===== src/hdl/dkong_pal_defs.svh =====
`ifndef DKONG_PAL_DEFS_SVH
`define DKONG_PAL_DEFS_SVH

`default_nettype none

// ====================
// Pixel clock
// ====================

// System clocks per pixel
`define DK_PIX_DIV 4

// ====================
// Raster geometry
// ====================

// Horizontal in pixels
`define DK_H_TOTAL 384
`define DK_H_VISIBLE 256
`define DK_HSYNC_START 296
`define DK_HSYNC_LEN 32

// Vertical in lines
`define DK_V_TOTAL 264
`define DK_V_VISIBLE 224
`define DK_VSYNC_START 240
`define DK_VSYNC_LEN 8

// ====================
// Palette address layout
// ====================

// Host address bit that picks the colour RAM
`define DK_PAL_BANK_BIT 8

`default_nettype wire

`endif


===== src/hdl/dkong_pal_pkg.sv =====
`default_nettype none

package dkong_pal_pkg;

	// ====================
	// Pixel path
	// ====================

	// Tile or sprite code
	// Bits 1:0 are the colour in a group, 00 is transparent
	typedef logic [5:0] pix_code_t;

	// Palette bank bits from the video board
	typedef logic [1:0] pal_bank_t;

	// Colour RAM address, bank on top of the pixel code
	typedef logic [7:0] pal_addr_t;

	// One colour RAM byte
	typedef logic [7:0] pal_byte_t;

	// One 4-bit colour gun
	typedef logic [3:0] gun_t;

	// ====================
	// Host port
	// ====================

	// Bit 8 high selects RAM f, low selects RAM e
	typedef logic [8:0] host_addr_t;

	// Loader handshake states
	typedef enum logic [1:0]
	{
		LOAD_IDLE,
		LOAD_WRITE,
		LOAD_ACK
	} load_state_t;

endpackage

`default_nettype wire


===== src/hdl/pixel_timing.sv =====
`timescale 1ns/1ps
`include "dkong_pal_defs.svh"
`default_nettype none

module pixel_timing
(
	input  wire  CLK_24M,
	input  wire  W_1EF_RST,
	output logic pix_en,
	output logic cmp_blank_n,
	output logic hsync,
	output logic vsync
);

	// Counter widths from the raster totals
	localparam int DIV_W = $clog2(`DK_PIX_DIV);
	localparam int H_W = $clog2(`DK_H_TOTAL);
	localparam int V_W = $clog2(`DK_V_TOTAL);

	// Terminal counts
	localparam logic [DIV_W-1:0] DIV_LAST = DIV_W'(`DK_PIX_DIV - 1);
	localparam logic [H_W-1:0] H_LAST = H_W'(`DK_H_TOTAL - 1);
	localparam logic [V_W-1:0] V_LAST = V_W'(`DK_V_TOTAL - 1);

	logic [DIV_W-1:0] div_cnt;
	logic [H_W-1:0] h_cnt;
	logic [V_W-1:0] v_cnt;
	logic [H_W-1:0] h_next;
	logic [V_W-1:0] v_next;

	// ====================
	// Pixel enable
	// ====================

	// Pulse is registered so it rises on the fourth edge after reset
	always_ff @(posedge CLK_24M or negedge W_1EF_RST)
	begin
		if (!W_1EF_RST)
		begin
			div_cnt <= '0;
			pix_en <= 1'b0;
		end
		else
		begin
			div_cnt <= (div_cnt == DIV_LAST) ? '0 : div_cnt + 1'b1;
			pix_en <= (div_cnt == DIV_LAST);
		end
	end

	// ====================
	// Raster counters
	// ====================

	// Next position, vertical steps when the line wraps
	always_comb
	begin
		h_next = (h_cnt == H_LAST) ? '0 : h_cnt + 1'b1;
		v_next = v_cnt;
		if (h_cnt == H_LAST)
			v_next = (v_cnt == V_LAST) ? '0 : v_cnt + 1'b1;
	end

	// Blank and sync decoded from the next position
	// so they change on the same edge as the counters
	always_ff @(posedge CLK_24M or negedge W_1EF_RST)
	begin
		if (!W_1EF_RST)
		begin
			h_cnt <= '0;
			v_cnt <= '0;
			cmp_blank_n <= 1'b0;
			hsync <= 1'b0;
			vsync <= 1'b0;
		end
		else if (pix_en)
		begin
			h_cnt <= h_next;
			v_cnt <= v_next;
			cmp_blank_n <= (h_next < H_W'(`DK_H_VISIBLE)) && (v_next < V_W'(`DK_V_VISIBLE));
			hsync <= (h_next >= H_W'(`DK_HSYNC_START))
				&& (h_next < H_W'(`DK_HSYNC_START + `DK_HSYNC_LEN));
			vsync <= (v_next >= V_W'(`DK_VSYNC_START))
				&& (v_next < V_W'(`DK_VSYNC_START + `DK_VSYNC_LEN));
		end
	end

endmodule

`default_nettype wire


===== src/hdl/palette_ram.sv =====
`timescale 1ns/1ps
`default_nettype none

module palette_ram
	import dkong_pal_pkg::*;
(
	input  wire       CLK_24M,
	input  pal_addr_t rd_addr,
	output pal_byte_t rd_data,
	input  wire       wr_en,
	input  pal_addr_t wr_addr,
	input  pal_byte_t wr_data
);

	// 256 colour entries
	localparam int DEPTH = 2 ** $bits(pal_addr_t);

	pal_byte_t mem [DEPTH];

	// Start from black
	initial
	begin
		for (int i = 0; i < DEPTH; i++)
			mem[i] = '0;
	end

	// ====================
	// Host write side
	// ====================

	always_ff @(posedge CLK_24M)
	begin
		if (wr_en)
			mem[wr_addr] <= wr_data;
	end

	// ====================
	// Pixel read side
	// ====================

	// Registered read
	// Same-address write returns the old byte
	always_ff @(posedge CLK_24M)
	begin
		rd_data <= mem[rd_addr];
	end

endmodule

`default_nettype wire


===== src/hdl/palette_loader.sv =====
`timescale 1ns/1ps
`include "dkong_pal_defs.svh"
`default_nettype none

module palette_loader
	import dkong_pal_pkg::*;
(
	input  wire        CLK_24M,
	input  wire        W_1EF_RST,
	input  wire        host_req,
	output logic       host_ack,
	input  host_addr_t host_addr,
	input  pal_byte_t  host_data,
	output logic       wr_en_f,
	output logic       wr_en_e,
	output pal_addr_t  wr_addr,
	output pal_byte_t  wr_data
);

	load_state_t state;

	// RAM select bit of the host address
	logic sel_f;

	assign sel_f = host_addr[`DK_PAL_BANK_BIT];

	// ====================
	// Handshake FSM
	// ====================

	// IDLE waits for req
	// WRITE holds one enable for a single cycle
	// ACK holds ack until req drops
	always_ff @(posedge CLK_24M or negedge W_1EF_RST)
	begin
		if (!W_1EF_RST)
		begin
			state <= LOAD_IDLE;
			host_ack <= 1'b0;
			wr_en_f <= 1'b0;
			wr_en_e <= 1'b0;
		end
		else
		begin
			case (state)
				LOAD_IDLE:
				begin
					if (host_req)
					begin
						state <= LOAD_WRITE;
						// Exactly one RAM gets the write
						wr_en_f <= sel_f;
						wr_en_e <= !sel_f;
					end
				end
				LOAD_WRITE:
				begin
					// Write lands on this edge, ack follows
					state <= LOAD_ACK;
					wr_en_f <= 1'b0;
					wr_en_e <= 1'b0;
					host_ack <= 1'b1;
				end
				LOAD_ACK:
				begin
					// Slow host just parks us here
					if (!host_req)
					begin
						state <= LOAD_IDLE;
						host_ack <= 1'b0;
					end
				end
				default:
				begin
					state <= LOAD_IDLE;
					host_ack <= 1'b0;
					wr_en_f <= 1'b0;
					wr_en_e <= 1'b0;
				end
			endcase
		end
	end

	// ====================
	// Write payload
	// ====================

	// Captured as the request is accepted
	// host holds address and data while req is high
	always_ff @(posedge CLK_24M)
	begin
		if (state == LOAD_IDLE && host_req)
		begin
			wr_addr <= pal_addr_t'(host_addr[`DK_PAL_BANK_BIT-1:0]);
			wr_data <= host_data;
		end
	end

endmodule

`default_nettype wire


===== src/hdl/dkong_col_pal.sv =====
`timescale 1ns/1ps
`default_nettype none

module dkong_col_pal
	import dkong_pal_pkg::*;
(
	input  wire       CLK_24M,
	input  wire       W_1EF_RST,
	input  wire       pix_en,
	// Board wiring straps
	input  wire       direct_mode,
	input  wire       pal_polarity,
	// Pixel inputs
	input  pal_bank_t pal_bank,
	input  pix_code_t vram_code,
	input  pix_code_t obj_code,
	input  wire       cmp_blank_n,
	// Colour RAM write side from the loader
	input  wire       wr_en_f,
	input  wire       wr_en_e,
	input  pal_addr_t wr_addr,
	input  pal_byte_t wr_data,
	// Colour outputs
	output gun_t      red,
	output gun_t      green,
	output gun_t      blue
);

	pix_code_t sel_code;
	pal_addr_t pix_addr;
	pal_byte_t f_byte;
	pal_byte_t e_byte;

	// Packed wiring words before inversion
	gun_t pk_red;
	gun_t pk_green;
	gun_t pk_blue;
	gun_t pol_mask;

	// ====================
	// Priority select
	// ====================

	// Sprite wins unless its colour bits are transparent
	assign sel_code = (obj_code[1:0] != 2'b00) ? obj_code : vram_code;

	// ====================
	// Pixel latch
	// ====================

	// Sampled once per pixel
	// Blanked pixels point at entry 0
	always_ff @(posedge CLK_24M or negedge W_1EF_RST)
	begin
		if (!W_1EF_RST)
			pix_addr <= '0;
		else if (pix_en)
		begin
			if (cmp_blank_n)
				pix_addr <= {pal_bank, sel_code};
			else
				pix_addr <= '0;
		end
	end

	// ====================
	// Colour RAMs
	// ====================

	// First RAM holds red and green in direct wiring
	palette_ram pal_f
	(
		.CLK_24M (CLK_24M),
		.rd_addr (pix_addr),
		.rd_data (f_byte),
		.wr_en   (wr_en_f),
		.wr_addr (wr_addr),
		.wr_data (wr_data)
	);

	// Second RAM holds blue in direct wiring
	palette_ram pal_e
	(
		.CLK_24M (CLK_24M),
		.rd_addr (pix_addr),
		.rd_data (e_byte),
		.wr_en   (wr_en_e),
		.wr_addr (wr_addr),
		.wr_data (wr_data)
	);

	// ====================
	// RGB decode
	// ====================

	// Packed board bit shuffle
	assign pk_red = {f_byte[3], f_byte[2], f_byte[1], f_byte[3]};
	assign pk_green = {f_byte[0], e_byte[3], e_byte[2], f_byte[0]};
	assign pk_blue = {e_byte[1], e_byte[0], e_byte[1], e_byte[0]};

	// Polarity pin flips all four bits of every gun
	assign pol_mask = {4{pal_polarity}};

	// Pure combinational from RAM outputs and straps
	always_comb
	begin
		if (direct_mode)
		begin
			// Plain nibble unpack
			red = f_byte[7:4];
			green = f_byte[3:0];
			blue = e_byte[3:0];
		end
		else
		begin
			// Inverted then polarity XOR
			red = pol_mask ^ ~pk_red;
			green = pol_mask ^ ~pk_green;
			blue = pol_mask ^ ~pk_blue;
		end
	end

endmodule

`default_nettype wire


===== src/hdl/dkong_video_top.sv =====
`timescale 1ns/1ps
`default_nettype none

module dkong_video_top
	import dkong_pal_pkg::*;
(
	input  wire        CLK_24M,
	input  wire        W_1EF_RST,
	// Board straps
	input  wire        direct_mode,
	input  wire        pal_polarity,
	// Pixel inputs
	input  pal_bank_t  pal_bank,
	input  pix_code_t  vram_code,
	input  pix_code_t  obj_code,
	// Host write port
	input  wire        host_req,
	output logic       host_ack,
	input  host_addr_t host_addr,
	input  pal_byte_t  host_data,
	// Timing
	output logic       pix_en,
	output logic       cmp_blank_n,
	output logic       hsync,
	output logic       vsync,
	// Colour
	output gun_t       red,
	output gun_t       green,
	output gun_t       blue
);

	// Loader to colour RAM write bus
	logic      wr_en_f;
	logic      wr_en_e;
	pal_addr_t wr_addr;
	pal_byte_t wr_data;

	// ====================
	// Raster timing
	// ====================

	pixel_timing u_timing
	(
		.CLK_24M     (CLK_24M),
		.W_1EF_RST   (W_1EF_RST),
		.pix_en      (pix_en),
		.cmp_blank_n (cmp_blank_n),
		.hsync       (hsync),
		.vsync       (vsync)
	);

	// ====================
	// Host loader
	// ====================

	palette_loader u_loader
	(
		.CLK_24M   (CLK_24M),
		.W_1EF_RST (W_1EF_RST),
		.host_req  (host_req),
		.host_ack  (host_ack),
		.host_addr (host_addr),
		.host_data (host_data),
		.wr_en_f   (wr_en_f),
		.wr_en_e   (wr_en_e),
		.wr_addr   (wr_addr),
		.wr_data   (wr_data)
	);

	// ====================
	// Colour back end
	// ====================

	dkong_col_pal u_col_pal
	(
		.CLK_24M      (CLK_24M),
		.W_1EF_RST    (W_1EF_RST),
		.pix_en       (pix_en),
		.direct_mode  (direct_mode),
		.pal_polarity (pal_polarity),
		.pal_bank     (pal_bank),
		.vram_code    (vram_code),
		.obj_code     (obj_code),
		.cmp_blank_n  (cmp_blank_n),
		.wr_en_f      (wr_en_f),
		.wr_en_e      (wr_en_e),
		.wr_addr      (wr_addr),
		.wr_data      (wr_data),
		.red          (red),
		.green        (green),
		.blue         (blue)
	);

endmodule

`default_nettype wire


===== config.mk =====
export PLATFORM = sky130hd
export DESIGN_NAME = dkong_video_top
export DESIGN_NICKNAME = d
export VERILOG_FILES = /design/src/hdl/dkong_pal_pkg.sv /design/src/hdl/pixel_timing.sv /design/src/hdl/palette_ram.sv /design/src/hdl/palette_loader.sv /design/src/hdl/dkong_col_pal.sv /design/src/hdl/dkong_video_top.sv
export VERILOG_INCLUDE_DIRS = /design/src /design/src/hdl
export SDC_FILE = /design/constraint.sdc
export NUM_CORES = 2
export LEC_CHECK = 0
export CAP_MARGIN = 25
export CELL_PAD_IN_SITES_DETAIL_PLACEMENT = 1
export CELL_PAD_IN_SITES_GLOBAL_PLACEMENT = 1
export CORE_MARGIN = 1.5
export CORE_UTILIZATION = 50
export DETAILED_ROUTE_END_ITERATION = 6
export DONT_BUFFER_PORTS = 1
export PLACE_DENSITY_LB_ADDON = 0.1
export SETUP_SLACK_MARGIN = 0.15
export SLEW_MARGIN = 0
export SYNTH_ARGS = -nofsm -noshare
export SYNTH_HDL_FRONTEND = slang
export SYNTH_SLANG_ARGS = --single-unit

===== constraint.sdc =====
create_clock -name CLK_24M -period 10.6 [get_ports CLK_24M]
set_input_delay 0.53 -clock CLK_24M [delete_from_list [all_inputs] [get_ports CLK_24M]]
set_output_delay 0.53 -clock CLK_24M [all_outputs]
set_load 0.005 [all_outputs]

==> load_flow_metrics.sql <==
INSERT INTO impl_metrics (metric_group, metric, value, unit) VALUES
('outcome', 'status', 'finished clean', ''),
('worst_setup_path', 'reg2reg_slack', '5.74', 'ns'),
('hold_path', 'class_of_the_tightest_hold_or_removal_check', 'in -> reg', ''),
('finish', 'layout-drive-gt1-share', '20.83', '%'),
('power_and_ir_drop', 'vdd.ir_drop.worst', '0.0001547', 'V'),
('detailed_routing', 'wl_per_cell', '35.12', 'µm'),
('finish', 'register_area', '93910', 'µm²'),
('power_and_ir_drop', 'p_leak', '0.04290', 'µW'),
('clock_network', 'cts.reportedPaths.clkPinSlew', '0.06', 'ns'),
('synth', 'synth-seq-area-share', '77.01', '%'),
('detailed_routing', 'drc', '0', ''),
('timing', 'achievable-frequency', '0.2056', 'GHz'),
('finish', 'fillCellCount', '20552', ''),
('timing', 'timing.max_slew.rel_slack', '9.106', '%'),
('global_routing', 'antenna_found_initial', '10', ''),
('synth', 'synth_ff_type', 'sky130_fd_sc_hd__edfxtp_1', ''),
('global_routing', 'vias_in_the_first_global_route', '63784', ''),
('synth', 'synth_compound_gate_area_share', '3.698', '%'),
('floorplanning', 'initial_utilization', '50.22', '%'),
('worst_setup_path', 'crit_fanout', '40', ''),
('synth', 'synth.avg_cell_area', '20.16', 'µm²'),
('worst_setup_path', 'end_kind', 'flop', ''),
('floorplanning', 'die-area', '246800', 'µm²'),
('synth', 'synth_edf_count', '3088', ''),
('hold_path', 'min_delay_path_depth', '2', ''),
('synth', 'synthMuxAreaShare', '14.14', '%'),
('worst_setup_path', 'critical-path-top-cell-by-count', 'sky130_fd_sc_hd__buf_4', ''),
('detailed_routing', 'dr_total_vias', '62165', ''),
('detailed_routing', 'postRouteAntennaNets', '0', ''),
('power_and_ir_drop', 'post_layout_total_power', '27840', 'µW'),
('synth', 'synth.net_count', '6087', ''),
('worst_setup_path', 'critPathArrivalTime', '5.73', 'ns'),
('worst_setup_path', 'crit-reg2reg-launch', 'u_col_pal.pix_addr[3]', ''),
('synth', 'post_synth_num_cell_types', '66', ''),
('finish', 'finalNetCount', '6243', ''),
('synth', 'main_combinational_cell_family_by_area_after_synthesis', 'multiplexers', ''),
('worst_setup_path', 'critical_path_class', 'reg -> reg', ''),
('detailed_routing', 'drt-vias-per-instance', '6.434', ''),
('finish', 'layout.core_utilization', '56.24', '%'),
('synth', 'synth_adder_area_share', '0.03079', '%'),
('synth', 'share_of_synthesized_flip_flops_with_an_asynchronous_set_or_reset', '1.179', '%'),
('power_and_ir_drop', 'p_per_area', '203.9', 'nW/µm²'),
('finish', 'multi_input_comb_area', '26300', 'µm²'),
('detailed_routing', 'dr.max_layer_used', 'met4', ''),
('hold_path', 'hold_path.startpoint', 'obj_code[4]', ''),
('finish', 'synthToLayoutAreaGrowth', '11.99', '%'),
('floorplanning', 'dieHeight', '496.8', 'µm'),
('timing', 'tns', '0', 'ns'),
('synth', 'syn-cell-area', '121900', 'µm²'),
('placement', 'gp_congestion', '0.8372', ''),
('worst_setup_path', 'cp_data_required_time', '11.47', 'ns'),
('floorplanning', 'io-pin-count', '53', ''),
('worst_setup_path', 'startpoint_type', 'flop', ''),
('timing', 'skew', '0.05635', 'ns'),
('timing', 'final.min_clock_period', '4.863', 'ns'),
('finish', 'leading_cell_type_in_the_layout_fill_and_taps_excluded', 'sky130_fd_sc_hd__edfxtp_1', ''),
('worst_setup_path', 'dominant_delay_contributor_by_cell_family_on_the_critical_path', 'buffers and inverters', ''),
('worst_setup_path', 'timing.critical_path.buf_inv', '3', ''),
('timing', 'timing.hold.ws', '0.06827', 'ns'),
('floorplanning', 'placement_rows', '181', ''),
('detailed_routing', 'drt-initial-drc-count', '7487', ''),
('synth', 'synth-seq-cells', '3137', ''),
('placement', 'dp_hpwl', '204.3', 'mm'),
('timing', 'timing_worst_slew_pin_value', '1.363', 'ns'),
('timing', 'rsz_0062_raised_after_global_routing', 'false', ''),
('finish', 'most_used_cells_in_the_layout_excluding_fill_and_tap_cells', 'sky130_fd_sc_hd__edfxtp_1 (3088), sky130_fd_sc_hd__mux4_2 (643), sky130_fd_sc_hd__nor2_1 (575), sky130_fd_sc_hd__clkbuf_16 (346), sky130_fd_sc_hd__mux2i_1 (272)', ''),
('global_routing', 'grt_use_total', '27.54', '%'),
('floorplanning', 'die_width', '496.8', 'µm'),
('global_routing', 'grt_first_pass_wirelength', '484.6', 'mm'),
('floorplanning', 'coreArea', '242800', 'µm²'),
('global_routing', 'grt_max_degree', '199', '');
==> power breakdown <==
part           internal, µW  switching [µW]
combinational           576            1710
sequential            14200             108
clock                  6540            4740
total                 21300            6560
==> cell type report <==
cell class | instances | share of cell area (%)
antenna | 4 | 0.007331
clock buffer | 413 | 6.570
clock inverter | 181 | 1.054
inverter | 18 | 0.04949
multi-input combinational | 2512 | 19.26
sequential | 3137 | 68.78
tap | 3202 | 2.934
timing repair buffer | 195 | 1.344
==> flip-flops by register name (all words and copies together) (netlist names), 2 cells and up <==
name and flops:
u_timing.div_cnt 2, u_loader.wr_data 8, u_col_pal.pal_e.rd_data 4, u_col_pal.pal_f.rd_data 8, u_loader.wr_addr 8, u_col_pal.pix_addr 8
u_timing.h_cnt 9, u_col_pal.pal_e.mem 1024, u_col_pal.pal_f.mem 2048, u_timing.v_cnt 9, u_loader.state 2
==> cell families (layout without fill, tap and decap cells) <==
kind of cell,after synthesis,count (layout)
DFF,3137,3137
xor gates and xnor gates,18,18
AOI/OAI and AO/OA,662,662
buffers and inverters,399,807
adders and majority gates,3,3
other,0,4
muxes,918,918
and+or+nand+nor,911,911
==> through the flow <==
stage / cell area (µm²) / worst slack [ns] / instances
3_3_place_gp: 125500 / 5.192 / 9011
6_report: 136500 / 5.737 / 9662
5_1_grt: 136500 / 5.542 / 9659
3_5_place_dp: 125700 / 5.679 / 9027
2_1_floorplan: 121900 / 3.007 / 6048
4_1_cts: 136400 / 5.678 / 9650
==> worst max path at each step <==
stage | from | end | slack [ns] | cells after the start
after detailed placement | u_col_pal.pix_addr[0] | u_col_pal.pal_f.rd_data[4] | 5.68 | 8
after CTS | u_col_pal.pix_addr[0] | u_col_pal.pal_f.rd_data[5] | 5.68 | 8
final | u_col_pal.pix_addr[3] | u_col_pal.pal_f.rd_data[4] | 5.74 | 9
after floorplan | u_loader.wr_data[0] | u_col_pal.pal_e.mem[0][0] | 3.01 | 0
after global placement | u_col_pal.pix_addr[0] | u_col_pal.pal_f.rd_data[1] | 5.19 | 7
after global routing | u_col_pal.pix_addr[0] | u_col_pal.pal_f.rd_data[4] | 5.54 | 8
==> timing repair <==
| action | in CTS | in global routing |
|---|---|---|
| hold buffers | 29 | 0 |
| hold endpoints to repair | 63 | 0 |
| buffers inserted | 0 | 0 |
==> cell usage after synthesis (10+ instances only) <==
| library cell | instances | area share (%) |
|---|---|---|
| sky130_fd_sc_hd__or3_1 | 11 | 0.056 |
| sky130_fd_sc_hd__a21oi_1 | 152 | 0.62 |
| sky130_fd_sc_hd__nor2_1 | 580 | 1.8 |
| sky130_fd_sc_hd__mux2i_1 | 272 | 2.2 |
| sky130_fd_sc_hd__nor2b_1 | 19 | 0.097 |
| sky130_fd_sc_hd__o221ai_1 | 48 | 0.34 |
| sky130_fd_sc_hd__inv_1 | 17 | 0.052 |
| sky130_fd_sc_hd__nand3_1 | 37 | 0.15 |
| sky130_fd_sc_hd__nor4_1 | 33 | 0.17 |
| sky130_fd_sc_hd__o22ai_1 | 74 | 0.38 |
| sky130_fd_sc_hd__a22oi_1 | 240 | 1.5 |
| sky130_fd_sc_hd__buf_1 | 21 | 0.065 |
| sky130_fd_sc_hd__o21ai_0 | 38 | 0.16 |
| sky130_fd_sc_hd__buf_6 | 34 | 0.31 |
| sky130_fd_sc_hd__nor3_1 | 49 | 0.20 |
| sky130_fd_sc_hd__nand2_1 | 112 | 0.34 |
| sky130_fd_sc_hd__a311oi_1 | 13 | 0.093 |
| sky130_fd_sc_hd__nand4_1 | 16 | 0.082 |
| sky130_fd_sc_hd__buf_2 | 69 | 0.28 |
| sky130_fd_sc_hd__o21ai_1 | 11 | 0.045 |
| sky130_fd_sc_hd__xor2_1 | 13 | 0.093 |
| sky130_fd_sc_hd__nand2b_1 | 10 | 0.051 |
| sky130_fd_sc_hd__edfxtp_1 | 3088 | 76 |
| sky130_fd_sc_hd__mux4_2 | 643 | 12 |
| sky130_fd_sc_hd__dfrtp_1 | 37 | 0.76 |
| sky130_fd_sc_hd__buf_4 | 35 | 0.22 |
| sky130_fd_sc_hd__clkbuf_1 | 211 | 0.65 |
| sky130_fd_sc_hd__a211oi_1 | 20 | 0.12 |
| sky130_fd_sc_hd__dfxtp_1 | 12 | 0.20 |
==> layer usage <==
layer,track usage (%),up-vias
met5,0,-
met4,7.919,0
met3,5.023,506
met2,41.68,2688
met1,41.25,33660
li1,-,25311
Note: power is estimated with default switching activity, not from simulation.
